**src/verilog/awg_cfg_pkg.sv**
```systemverilog
package awg_cfg_pkg;

	//////////////////////////////
	// Widths
	//////////////////////////////

	typedef logic [7:0]  byte_t;       // One byte from the UART receiver
	typedef logic [63:0] cmd_word_t;   // Eight payload bytes, first byte in 7:0
	typedef logic [23:0] param_t;      // Delay, length or start address value
	typedef logic [3:0]  slot_t;       // Card slot number
	typedef logic [4:0]  ga_t;         // Backplane geographic address
	typedef logic [1:0]  chan_t;       // Channel select
	typedef logic [3:0]  seg_t;        // Segment select

	// Parameter kind, command bits 31:28
	typedef enum logic [3:0]
	{
		KIND_DELAY = 4'd0,             // Output delay
		KIND_LEN   = 4'd1,             // Segment length
		KIND_ADDR  = 4'd2              // Segment start address
	} kind_t;

	// Frame parser states
	typedef enum logic [2:0]
	{
		HEAD1   = 3'd0,                // Waiting for first header byte
		HEAD2   = 3'd1,                // Waiting for second header byte
		PAYLOAD = 3'd2,                // Collecting payload
		DONE    = 3'd3,                // Frame complete, one cycle
		ERROR   = 3'd4                 // Bad header, one cycle
	} parser_state_t;

	//////////////////////////////
	// Frame format
	//////////////////////////////

	localparam byte_t HEAD_BYTE1    = 8'hEB;  // Sync byte 1
	localparam byte_t HEAD_BYTE2    = 8'h9C;  // Sync byte 2
	localparam int    PAYLOAD_BYTES = 8;      // Bytes per command word
	localparam int    NUM_CH        = 4;      // Set by the 2-bit channel field

	//////////////////////////////
	// Reset defaults
	//////////////////////////////

	localparam param_t DEFAULT_LEN = 24'd250; // Length of every segment
	localparam param_t ADDR_STEP   = 24'd250; // Segments packed back to back

endpackage

```
**src/verilog/param_wr_if.sv**
```systemverilog
interface param_wr_if #(
	parameter int NUM_SEG = 3              // Segments per channel
);

	logic                   wr_en;         // Write strobe, one cycle
	awg_cfg_pkg::chan_t     wr_chan;       // Target channel
	awg_cfg_pkg::kind_t     wr_kind;       // Target register array
	awg_cfg_pkg::seg_t      wr_seg;        // Target segment
	awg_cfg_pkg::param_t    wr_data;       // New register value
	logic                   seg_ok;        // Segment inside the bank

	assign seg_ok = (wr_seg < NUM_SEG);    // Range check for the sink side

	modport source (output wr_en, output wr_chan, output wr_kind, output wr_seg,
		output wr_data);
	modport sink (input wr_en, input wr_chan, input wr_kind, input wr_seg,
		input wr_data, input seg_ok);

endinterface

```
**src/verilog/frame_parser.sv**
```systemverilog
module frame_parser (
	input  logic                   clk,
	input  logic                   rst_n,
	input  awg_cfg_pkg::byte_t     frame_byte,     // Byte from UART receiver
	input  logic                   frame_byte_en,  // Byte strobe
	output awg_cfg_pkg::cmd_word_t cmd_word,       // Assembled payload
	output logic                   cmd_valid       // Frame complete pulse
);

	localparam int CNT_W = $clog2(awg_cfg_pkg::PAYLOAD_BYTES);
	localparam logic [CNT_W-1:0] LAST_BYTE = CNT_W'(awg_cfg_pkg::PAYLOAD_BYTES - 1);

	awg_cfg_pkg::parser_state_t state;       // Current state
	awg_cfg_pkg::parser_state_t state_nxt;   // Next state
	logic [CNT_W-1:0]           byte_cnt;    // Payload byte index

	//////////////////////////////
	// State register
	//////////////////////////////

	always_ff @(posedge clk or negedge rst_n)
	begin
		if (!rst_n)
			state <= awg_cfg_pkg::HEAD1;     // Start in header search
		else
			state <= state_nxt;
	end

	//////////////////////////////
	// Next state
	//////////////////////////////

	always_comb
	begin
		state_nxt = state;                   // Hold by default
		case (state)
			awg_cfg_pkg::HEAD1:
			begin
				if (frame_byte_en)
				begin
					if (frame_byte == awg_cfg_pkg::HEAD_BYTE1)
						state_nxt = awg_cfg_pkg::HEAD2;
					else
						state_nxt = awg_cfg_pkg::ERROR;   // Not a sync byte
				end
			end
			awg_cfg_pkg::HEAD2:
			begin
				if (frame_byte_en)
				begin
					if (frame_byte == awg_cfg_pkg::HEAD_BYTE2)
						state_nxt = awg_cfg_pkg::PAYLOAD;
					else
						state_nxt = awg_cfg_pkg::ERROR;   // Broken header
				end
			end
			awg_cfg_pkg::PAYLOAD:
			begin
				if (frame_byte_en && (byte_cnt == LAST_BYTE))
					state_nxt = awg_cfg_pkg::DONE;        // Eighth byte taken
			end
			awg_cfg_pkg::DONE:  state_nxt = awg_cfg_pkg::HEAD1;  // Strobe ignored here
			awg_cfg_pkg::ERROR: state_nxt = awg_cfg_pkg::HEAD1;  // Back to search
			default:            state_nxt = awg_cfg_pkg::HEAD1;
		endcase
	end

	//////////////////////////////
	// Byte counter
	//////////////////////////////

	always_ff @(posedge clk or negedge rst_n)
	begin
		if (!rst_n)
			byte_cnt <= '0;
		else if (state == awg_cfg_pkg::HEAD2)
			byte_cnt <= '0;                              // Fresh frame
		else if ((state == awg_cfg_pkg::PAYLOAD) && frame_byte_en)
			byte_cnt <= byte_cnt + 1'b1;                 // Next byte lane
	end

	// Payload assembly, each byte eight bits above the last
	always_ff @(posedge clk)
	begin
		if ((state == awg_cfg_pkg::PAYLOAD) && frame_byte_en)
			cmd_word[{byte_cnt, 3'b000} +: 8] <= frame_byte;
	end

	// One cycle per good frame, a clock after DONE is entered
	always_ff @(posedge clk or negedge rst_n)
	begin
		if (!rst_n)
			cmd_valid <= 1'b0;
		else
			cmd_valid <= (state == awg_cfg_pkg::DONE);
	end

	// Back-to-back frames still give separate pulses
	a_valid_single : assert property (@(posedge clk) disable iff (!rst_n)
		cmd_valid |=> !cmd_valid);

endmodule

```
**src/verilog/slot_cmd_decode.sv**
```systemverilog
module slot_cmd_decode #(
	parameter int NUM_SEG = 3                      // Segments per channel
) (
	input  logic                   clk,
	input  logic                   rst_n,
	input  awg_cfg_pkg::ga_t       ga,             // Geographic address
	input  awg_cfg_pkg::cmd_word_t cmd_word,       // Payload from parser
	input  logic                   cmd_valid,      // Payload valid pulse
	param_wr_if.source             wr              // Register write port
);

	awg_cfg_pkg::slot_t slot;      // This card's slot number
	logic               slot_hit;  // Command addressed to us
	logic               kind_ok;   // Delay, length or address
	logic               seg_ok;    // Segment exists in the bank

	//////////////////////////////
	// Slot lookup
	//////////////////////////////

	always_ff @(posedge clk or negedge rst_n)
	begin
		if (!rst_n)
			slot <= '0;
		else
		begin
			case (ga) inside
				[5'd2:5'd8]:   slot <= awg_cfg_pkg::slot_t'(ga - 5'd1);  // Slots 1 to 7
				[5'd10:5'd17]: slot <= awg_cfg_pkg::slot_t'(ga - 5'd2);  // Slots 8 to 15
				default:       slot <= '0;       // 0, 1, 9 and unused addresses
			endcase
		end
	end

	//////////////////////////////
	// Command checks
	//////////////////////////////

	assign slot_hit = (cmd_word[39:36] == slot);
	assign kind_ok  = cmd_word[31:28] inside {awg_cfg_pkg::KIND_DELAY,
		awg_cfg_pkg::KIND_LEN, awg_cfg_pkg::KIND_ADDR};
	assign seg_ok   = (cmd_word[27:24] < NUM_SEG);

	// Register write, same cycle as cmd_valid
	assign wr.wr_en   = cmd_valid && slot_hit && kind_ok && seg_ok;
	assign wr.wr_chan = cmd_word[35:34];                            // Channel field
	assign wr.wr_kind = awg_cfg_pkg::kind_t'(cmd_word[31:28]);      // Kind field
	assign wr.wr_seg  = cmd_word[27:24];                            // Segment field
	assign wr.wr_data = cmd_word[23:0];                             // Value field

endmodule

```
**src/verilog/awg_param_regs.sv**
```systemverilog
module awg_param_regs #(
	parameter int NUM_SEG = 3                          // Segments per channel
) (
	input  logic                clk,
	input  logic                rst_n,
	param_wr_if.sink            wr,                    // Write port from decoder
	output awg_cfg_pkg::param_t ch_delay [awg_cfg_pkg::NUM_CH*NUM_SEG], // Per segment, channel
	output awg_cfg_pkg::param_t ch_len   [awg_cfg_pkg::NUM_CH*NUM_SEG],
	output awg_cfg_pkg::param_t ch_addr  [awg_cfg_pkg::NUM_CH*NUM_SEG]
);

	//////////////////////////////
	// Register bank
	//////////////////////////////

	for (genvar s = 0; s < NUM_SEG; s++)
	begin : g_seg
		for (genvar c = 0; c < awg_cfg_pkg::NUM_CH; c++)
		begin : g_ch
			localparam int E = s * awg_cfg_pkg::NUM_CH + c;   // Element index
			logic hit;                                       // This element addressed

			assign hit = wr.wr_en
				&& (wr.wr_seg == awg_cfg_pkg::seg_t'(s))
				&& (wr.wr_chan == awg_cfg_pkg::chan_t'(c));

			always_ff @(posedge clk or negedge rst_n)
			begin
				if (!rst_n)
				begin
					ch_delay[E] <= '0;                              // No delay
					ch_len[E]   <= awg_cfg_pkg::DEFAULT_LEN;        // Default length
					ch_addr[E]  <= awg_cfg_pkg::param_t'(awg_cfg_pkg::ADDR_STEP * s);
				end
				else if (hit)
				begin
					case (wr.wr_kind)
						awg_cfg_pkg::KIND_DELAY: ch_delay[E] <= wr.wr_data;
						awg_cfg_pkg::KIND_LEN:   ch_len[E]   <= wr.wr_data;
						awg_cfg_pkg::KIND_ADDR:  ch_addr[E]  <= wr.wr_data;
						default: ;                                    // Filtered upstream
					endcase
				end
			end
		end
	end

	// Decoder only lets through writes that land in this bank
	a_wr_legal : assert property (@(posedge clk) disable iff (!rst_n)
		wr.wr_en |-> (wr.seg_ok && (wr.wr_kind inside {awg_cfg_pkg::KIND_DELAY,
			awg_cfg_pkg::KIND_LEN, awg_cfg_pkg::KIND_ADDR})));

endmodule

```
**src/verilog/awg_cfg_top.sv**
```systemverilog
module awg_cfg_top #(
	parameter int NUM_SEG = 3                          // Segments per channel, 1 to 16
) (
	input  logic                clk,
	input  logic                rst_n,
	input  awg_cfg_pkg::byte_t  frame_byte,            // UART byte
	input  logic                frame_byte_en,         // UART byte strobe
	input  awg_cfg_pkg::ga_t    ga,                    // Backplane address
	output awg_cfg_pkg::param_t ch_delay [awg_cfg_pkg::NUM_CH*NUM_SEG], // Delay per channel
	output awg_cfg_pkg::param_t ch_len   [awg_cfg_pkg::NUM_CH*NUM_SEG], // Segment lengths
	output awg_cfg_pkg::param_t ch_addr  [awg_cfg_pkg::NUM_CH*NUM_SEG]  // Segment start
);

	awg_cfg_pkg::cmd_word_t cmd_word;                  // Parser to decoder
	logic                   cmd_valid;                 // Frame complete

	param_wr_if #(.NUM_SEG(NUM_SEG)) u_wr_if ();       // Decoder to register bank

	//////////////////////////////
	// Receive chain
	//////////////////////////////

	frame_parser u_frame_parser (
		.clk           (clk),
		.rst_n         (rst_n),
		.frame_byte    (frame_byte),
		.frame_byte_en (frame_byte_en),
		.cmd_word      (cmd_word),
		.cmd_valid     (cmd_valid)
	);

	slot_cmd_decode #(.NUM_SEG(NUM_SEG)) u_slot_cmd_decode (
		.clk       (clk),
		.rst_n     (rst_n),
		.ga        (ga),
		.cmd_word  (cmd_word),
		.cmd_valid (cmd_valid),
		.wr        (u_wr_if.source)
	);

	awg_param_regs #(.NUM_SEG(NUM_SEG)) u_awg_param_regs (
		.clk      (clk),
		.rst_n    (rst_n),
		.wr       (u_wr_if.sink),
		.ch_delay (ch_delay),
		.ch_len   (ch_len),
		.ch_addr  (ch_addr)
	);

endmodule

```
**config.mk**
```make
export PLATFORM = sky130hd
export DESIGN_NAME = awg_cfg_top
export DESIGN_NICKNAME = d
export VERILOG_FILES = /design/src/verilog/awg_cfg_pkg.sv /design/src/verilog/param_wr_if.sv /design/src/verilog/frame_parser.sv /design/src/verilog/slot_cmd_decode.sv /design/src/verilog/awg_param_regs.sv /design/src/verilog/awg_cfg_top.sv
export SDC_FILE = /design/constraint.sdc
export NUM_CORES = 1
export LEC_CHECK = 0
export ABC_AREA = 1
export BUFFER_PORTS_ARGS = -buffer_cell sky130_fd_sc_hd__buf_2
export CORE_AREA = 2 2 341 343
export DETAILED_ROUTE_END_ITERATION = 12
export DIE_AREA = 0 0 343 345
export PLACE_DENSITY = 0.62
export SLEW_MARGIN = 0
export SYNTH_ARGS = -nofsm -noshare
export SYNTH_HDL_FRONTEND = slang
export SYNTH_SLANG_ARGS = --single-unit
export TNS_END_PERCENT = 30
```
**constraint.sdc**
```tcl
create_clock -name clk -period 7.35 [get_ports clk]
set_input_delay 0.3675 -clock clk [delete_from_list [all_inputs] [get_ports clk]]
set_output_delay 0.3675 -clock clk [all_outputs]
set_load 0.05 [all_outputs]
```
==> qor.csv, run 1 <==
metric,value,unit
GPL Wtd Cong,0.8322,
Fin. Hold Viols,0,
DRC,0,
Syn Area/Cell,9.113,sq um
minimum clock period,3402,ps
Routed WL,157.5,mm
"Clk pin slew, worst setup/hold paths",70,ps
"Top FF cell, synth",dfrtp_1,
die width,343,um
WP data arrival,3980,ps
CTS resizes,0,
CP most frequent cell,nand2_1,
CP endpoint kind,register,
leakage power,27.02,nW
status,"complete, no violations",
die footprint,0.1183,sq mm
Num CTS Buffers,98,
"area leader, netlist",dfrtp_1,
Mapped Area,0.03764,sq mm
Tcrit/Tclk final,46.28,%
"top cells by count, synth","1772 x nand2_1, 871 x nand3_1, 755 x dfrtp_1",
post-CTS setup buffer count,0,
final antenna-violating net count,0,
placed cell areas,0.04287,sq mm
Startpoint Class,register,
WL per Instance,24.48,um
final slew viol count,0,
Tot GR Track Use,25.80,%
IO Port Bufs,879,
clock latency on the worst-skew pair,710,ps
Synth area leaders,"dfrtp_1 50%, nand2_1 18%, nand3_1 12%, dfstp_2 8.4%, edfxtp_1 3.0%",
Worst EP required,7930,ps
count of final setup violators,0,
CTS tree,built,
Hold Crit Class,in2reg,
Crit Path Category,reg2reg,
CP Max Fanout,36,
post-DP HPWL,95.10,mm
IR Drop Worst-Case VDD,0.1818,mV
Yosys reg bits,913,
Die Height,345,um
pwr dens,225.5,mW/mm^2
area grow syn2layout,23.09,%
most frequent cell after synthesis,nand2_1,
total number of vias,33220,
Cells after Synth,4130,
library cells used by synthesis,37,
number of DRC markers in iteration 0,3582,
post-synth top area share,50.20,%
via/cell ratio,5.162,
Async SR Flop Fraction,95.84,%
post-place setup slack,3909,ps
RSZ-0062 raised after global routing,no,
Site Rows,125,
fmax,294.0,MHz
register area share after synthesis,61.61,%
share of layout cells above drive strength 1,26.35,%
number of max-cap violations,0,
Filler cells,11580,
Pre-antenna DRT Iters,6,
CTS root buf,clkbuf_16,
H-Tree Depth,3,
worst setup margin,3948,ps
Core Area,0.1151,sq mm
initial antenna violation count,4,
clk_skew,41.97,ps
Critical Path Max Stage Delay,930,ps
GRT Residual Overflow,0,
hold_buf cts,6,
total negative slack,0,ps
clk sink count,913,
"EDFF count, synth",38,
r2r setup slk,3950,ps
initial core utilization,32.70,%
FF/Latch Area,0.02319,sq mm
Mapped Nets,4157,
vias in the first global route,31870,
layout net count,4850,
critical-path cell list,"buf_4, nand2_1, nand2_1, nor2_1, nand2_1, nor2_8, nand4_2, nand2_1, nand2_1",
area taken by multi-input logic gates,0.01257,sq mm
max_slew headroom,1.944,%
Final Instance Area,0.04632,sq mm
Slew @ Worst Pin,1471,ps
"Slowest-stage cell, CP",nand4_2,
yosys warns,0,
clk buf depth,3,
first-pass GRT wire length,226.2,mm
IO Pins,880,
largest net degree at the start of global routing,197,
==> metal layers <==
| metal | wire length, um | share of wire, % | global-route usage [%] |
|---|---|---|---|
| met1 | 62810 | 40 | 33.77 |
| met2 | 72160 | 46 | 39.73 |
| met3 | 14740 | 9.4 | 6.473 |
| met4 | 7838 | 5.0 | 12.69 |
| met5 | 0 | 0 | 0 |
==> worst max-delay path: cells and delay by family, from the launching register on <==
family	cells	cell delay (ps)
flops	1	380
buf+inv	1	280
simple gates	8	2600
==> registers in the layout, indices dropped and copies added (netlist names) <==
signal                     cells
u_awg_param_regs.ch_delay    288
u_frame_parser.byte_cnt        3
u_frame_parser.cmd_valid       1
u_slot_cmd_decode.slot         4
u_frame_parser.state           3
u_awg_param_regs.ch_len      288
u_awg_param_regs.ch_addr     288
u_frame_parser.cmd_word       38
==> area by class of cell <==
cell class,count,share of cell area (%)
Antenna cell,5,0.02701
Sequential cell,913,50.05
Multi-Input combinational cell,2801,27.14
Timing Repair Buffer,952,10.90
Clock inverter,44,1.248
Inverter,57,0.4700
Clock buffer,140,6.045
Tap cell,1524,4.116
==> cell usage in the layout (no fill, tap or decap), drive strengths merged <==
cell type / instances
a21oi: 3
nand3: 874
nand4: 39
nand2: 1773
diode: 5
nor2: 65
o21ai: 13
edfxtp: 38
o22ai: 3
dfstp: 120
ha: 11
xnor2: 1
bufinv: 10
nor4: 3
buf: 946
clkinvlp: 4
dfrtp: 755
nand3b: 1
inv: 59
nor3b: 2
clkbuf: 140
dlygate4sd3: 6
nor3: 13
clkinv: 28
==> through the flow <==
| step | utilization (%) | power, mW | std cells | hold slack, ps |
|---|---|---|---|---|
| after global placement | 37.25 | 5.298 | 6241 | 452.4 |
| after CTS | 40.23 | 10.52 | 6431 | 10.39 |
| final | 40.24 | 10.44 | 6436 | 84.55 |
| after detailed placement | 37.25 | 5.300 | 6241 | 455.1 |
| after global routing | 40.24 | 10.73 | 6435 | 77.60 |
| after floorplan | - | 5.178 | 4130 | 71.91 |
==> report_power, final <==
group,internal [mW],switching (mW)
clock network,3.03,2.21
registers,5.06,0.00646
logic,0.0216,0.119
total,8.11,2.34
==> worst paths after layout <==
| kind | cells after the start | from | to |
|---|---|---|---|
| max | 9 | u_frame_parser.cmd_word[25] | u_awg_param_regs.ch_delay[230] |
| min | 3 | frame_byte[4] | u_frame_parser.cmd_word[28] |
| max reg2reg | 9 | u_frame_parser.cmd_word[25] | u_awg_param_regs.ch_delay[230] |
| min reg2reg | 2 | u_awg_param_regs.ch_addr[6] | u_awg_param_regs.ch_addr[6] |
| max in group asynchronous | 4 | rst_n | u_awg_param_regs.ch_len[73] |
| min in group asynchronous | 2 | rst_n | u_awg_param_regs.ch_len[180] |
==> cell families (layout without fill, tap and decap cells) <==
kind of cell / after synthesis / after routing / share of synthesized area (%)
AND/OR/NAND/NOR: 2770 / 2770 / 32.65
flip-flops: 913 / 913 / 61.61
XOR/XNOR: 1 / 1 / 0.02328
adder cells (fa/ha/maj): 11 / 11 / 0.3657
buffers and inverters: 416 / 1193 / 5.093
AO/OA/AOI/OAI: 19 / 19 / 0.2626
other: 0 / 5 / 0
Note: power is estimated with default switching activity, not from simulation.
==> run 2, diff against run 1 <==
==> constraint.sdc (replaced) <==
create_clock -name clk -period 3.38 [get_ports clk]
set_input_delay 0.169 -clock clk [delete_from_list [all_inputs] [get_ports clk]]
set_output_delay 0.169 -clock clk [all_outputs]
set_load 0.05 [all_outputs]
==> qor.csv, run 2 (synthesized netlist as in run 1, its figures left out) <==
metric,value,unit,change
status,"complete, no violations",,
biggest regs,"u_awg_param_regs.ch_addr x288, u_awg_param_regs.ch_delay x288, u_awg_param_regs.ch_len x288",,
largest net degree at the start of global routing,133,,-32%
CTS tree,built,,
CTS resizes,0,,unchanged
minimum clock period,2748,ps,-654.0 ps
IO Pins,880,,unchanged
Routed WL,156.8,mm,-0.47%
total number of vias,33440,,+0.65%
clk buf depth,3,,unchanged
Comb power frac,1.6,%,+0.3 points
max_slew headroom,29.12,%,+27 points
Core Area,0.1151,sq mm,unchanged
vias in the first global route,32130,,+0.81%
internal power,17.14,mW,+110%
final antenna-violating net count,0,,unchanged
Num CTS Buffers,99,,+1.0%
clock network power share,48.7,%,-1.4 points
post-place setup slack,675.9,ps,-3233 ps
WP data arrival,3060,ps,-920 ps
CP Max Fanout,13,,-64%
Fin. Hold Viols,0,,unchanged
most frequent cells in the layout,"1772 x nand2_1, 878 x buf_2, 871 x nand3_1",,
pwr dens,473.0,mW/mm^2,+110%
clk_skew,40.86,ps,-1.110 ps
Die Height,345,um,unchanged
area grow syn2layout,24.54,%,
CP endpoint kind,register,,
end of the worst register-to-register path,u_frame_parser.cmd_word[0],,
share of layout cells above drive strength 1,26.59,%,+0.24 points
area taken by multi-input logic gates,0.01257,sq mm,unchanged
count of final setup violators,0,,unchanged
die width,343,um,unchanged
clk sink count,913,,unchanged
Crit Reg-Reg Startpoint,u_frame_parser.byte_cnt[0],,
fmax,363.9,MHz,+24%
Worst EP required,3700,ps,-4230 ps
Startpoint Class,register,,
"Clk pin slew, worst setup/hold paths",60,ps,about the same
number of max-cap violations,0,,unchanged
IR Drop Worst-Case VDD,0.3818,mV,+110%
Crit Path Category,reg2reg,,
Hold Worst Slack,49.35,ps,-35.19 ps
GRT Residual Overflow,0,,unchanged
worst setup margin,632.1,ps,-3316 ps
leakage power,27.22,nW,+0.76%
"Cell Count, Final, Fillers Out",6480,,+0.68%
initial antenna violation count,5,,+1
"leading cell type in the layout, fill and taps excluded",nand2_1,,
first-pass GRT wire length,226.5,mm,+0.13%
number of DRC markers in iteration 0,3640,,+1.6%
Hold Crit Class,in2async,,
final core utilization,40.72,%,+0.48 points
reg2reg path depth,6,,-3
final slew viol count,0,,unchanged
post-DP HPWL,98.18,mm,+3.2%
switching pwr,5.029,mW,+120%
Tot GR Track Use,25.76,%,-0.045 points
Filler cells,11440,,-1.2%
DRC,0,,unchanged
Sequential Power Share,49.7,%,+1.2 points
via/cell ratio,5.161,,about the same
RSZ-0062 raised after global routing,no,,
IO Port Bufs,879,,unchanged
r2r setup slk,630,ps,-3320 ps
Slew @ Worst Pin,1063,ps,-407.6 ps
initial core utilization,32.70,%,unchanged
Cells after DPL,6275,,+0.54%
GPL Wtd Cong,0.8525,,+2.4%
total negative slack,0,ps,unchanged
Tcrit/Tclk final,81.30,%,+35 points
H-Tree Depth,3,,unchanged
CTS root buf,clkbuf_16,,
layout net count,4895,,+0.93%
FF/Latch Area,0.02319,sq mm,unchanged
WL per Instance,24.20,um,-1.1%
Pre-antenna DRT Iters,5,,-1
Switching Share,22.68,%,+0.32 points
Site Rows,125,,unchanged
die footprint,0.1183,sq mm,unchanged
clock latency on the worst-skew pair,720,ps,about the same
==> run 2: changes by cell type in the layout (fill, tap and decap cells not counted), moves of 2 or more <==
cell           before  now
buf_4              61   69
clkinv_2           23   13
clkinv_1            1    3
buf_12              6   32
clkbuf_16          98  100
dlygate4sd3_1       6   16
bufinv_16          10    0
clkbuf_1           23   33
clkbuf_8           19   24
diode_2             5    3
clkinvlp_4          4    6
inv_16              3    1
clkinv_16           1    4
==> run 2: worst max-delay path, stage by stage (launching register included) <==
cell	delay, ps
dfrtp_1	560
inv_1	160
ha_1	240
ha_1	320
inv_1	90
nand4_1	330
nor2_1	660
==> run 2: layer usage <==
metal / wire length (um) / track usage (%) / up-vias / share of wire (%)
li1: - / - / 14690 / -
met1: 62540 / 33.94 / 16640 / 40
met2: 72800 / 40.44 / 1761 / 46
met3: 14430 / 5.873 / 345 / 9.2
met4: 7037 / 11.35 / 0 / 4.5
met5: 0 / 0 / - / 0
==> run 2: power by group through the flow <==
stage / registers [mW] / logic, mW / clock network, mW
global route: 11.0 / 0.406 / 11.4
global placement: 11.2 / 0.343 / 0
finish: 11.0 / 0.353 / 10.8
detailed placement: 11.2 / 0.345 / 0
CTS: 11.0 / 0.365 / 11.0
floorplan: 11.2 / 0.0475 / 0
==> run 2: metrics by stage <==
stage               power [mW]  area (sq um)
floorplan                11.26         37640
global placement         11.55         43450
detailed placement       11.56         43450
CTS                      22.33         46870
global route             22.83         46870
finish                   22.17         46870
==> run 2: area by class of cell <==
type / instances / share of cell area (%)
Antenna cell: 3 / 0.01602
Clock buffer: 157 / 6.308
Clock inverter: 29 / 0.6300
Inverter: 57 / 0.4645
Multi-Input combinational cell: 2801 / 26.83
Sequential cell: 913 / 49.47
Tap cell: 1524 / 4.068
Timing Repair Buffer: 996 / 12.22
==> run 2: worst max path at each step <==
| stage | from | to | slack (ps) | depth (start not counted) |
|---|---|---|---|---|
| 6_report | u_frame_parser.byte_cnt[0] | u_frame_parser.cmd_word[0] | 630 | 6 |
| 5_1_grt | u_frame_parser.byte_cnt[0] | u_frame_parser.cmd_word[0] | 320 | 6 |
| 4_1_cts | u_frame_parser.byte_cnt[0] | u_frame_parser.cmd_word[0] | 660 | 6 |
| 3_5_place_dp | u_frame_parser.byte_cnt[0] | u_frame_parser.cmd_word[3] | 680 | 6 |
| 3_3_place_gp | u_frame_parser.byte_cnt[0] | u_frame_parser.cmd_word[3] | 720 | 6 |
| 2_1_floorplan | u_frame_parser.byte_cnt[0] | u_frame_parser.cmd_word[0] | 970 | 7 |
==> run 2: repair_timing <==
item | in CTS | in global routing
buffers inserted | 0 | 0
hold buffers | 16 | 0
hold endpoints to repair | 251 | 0
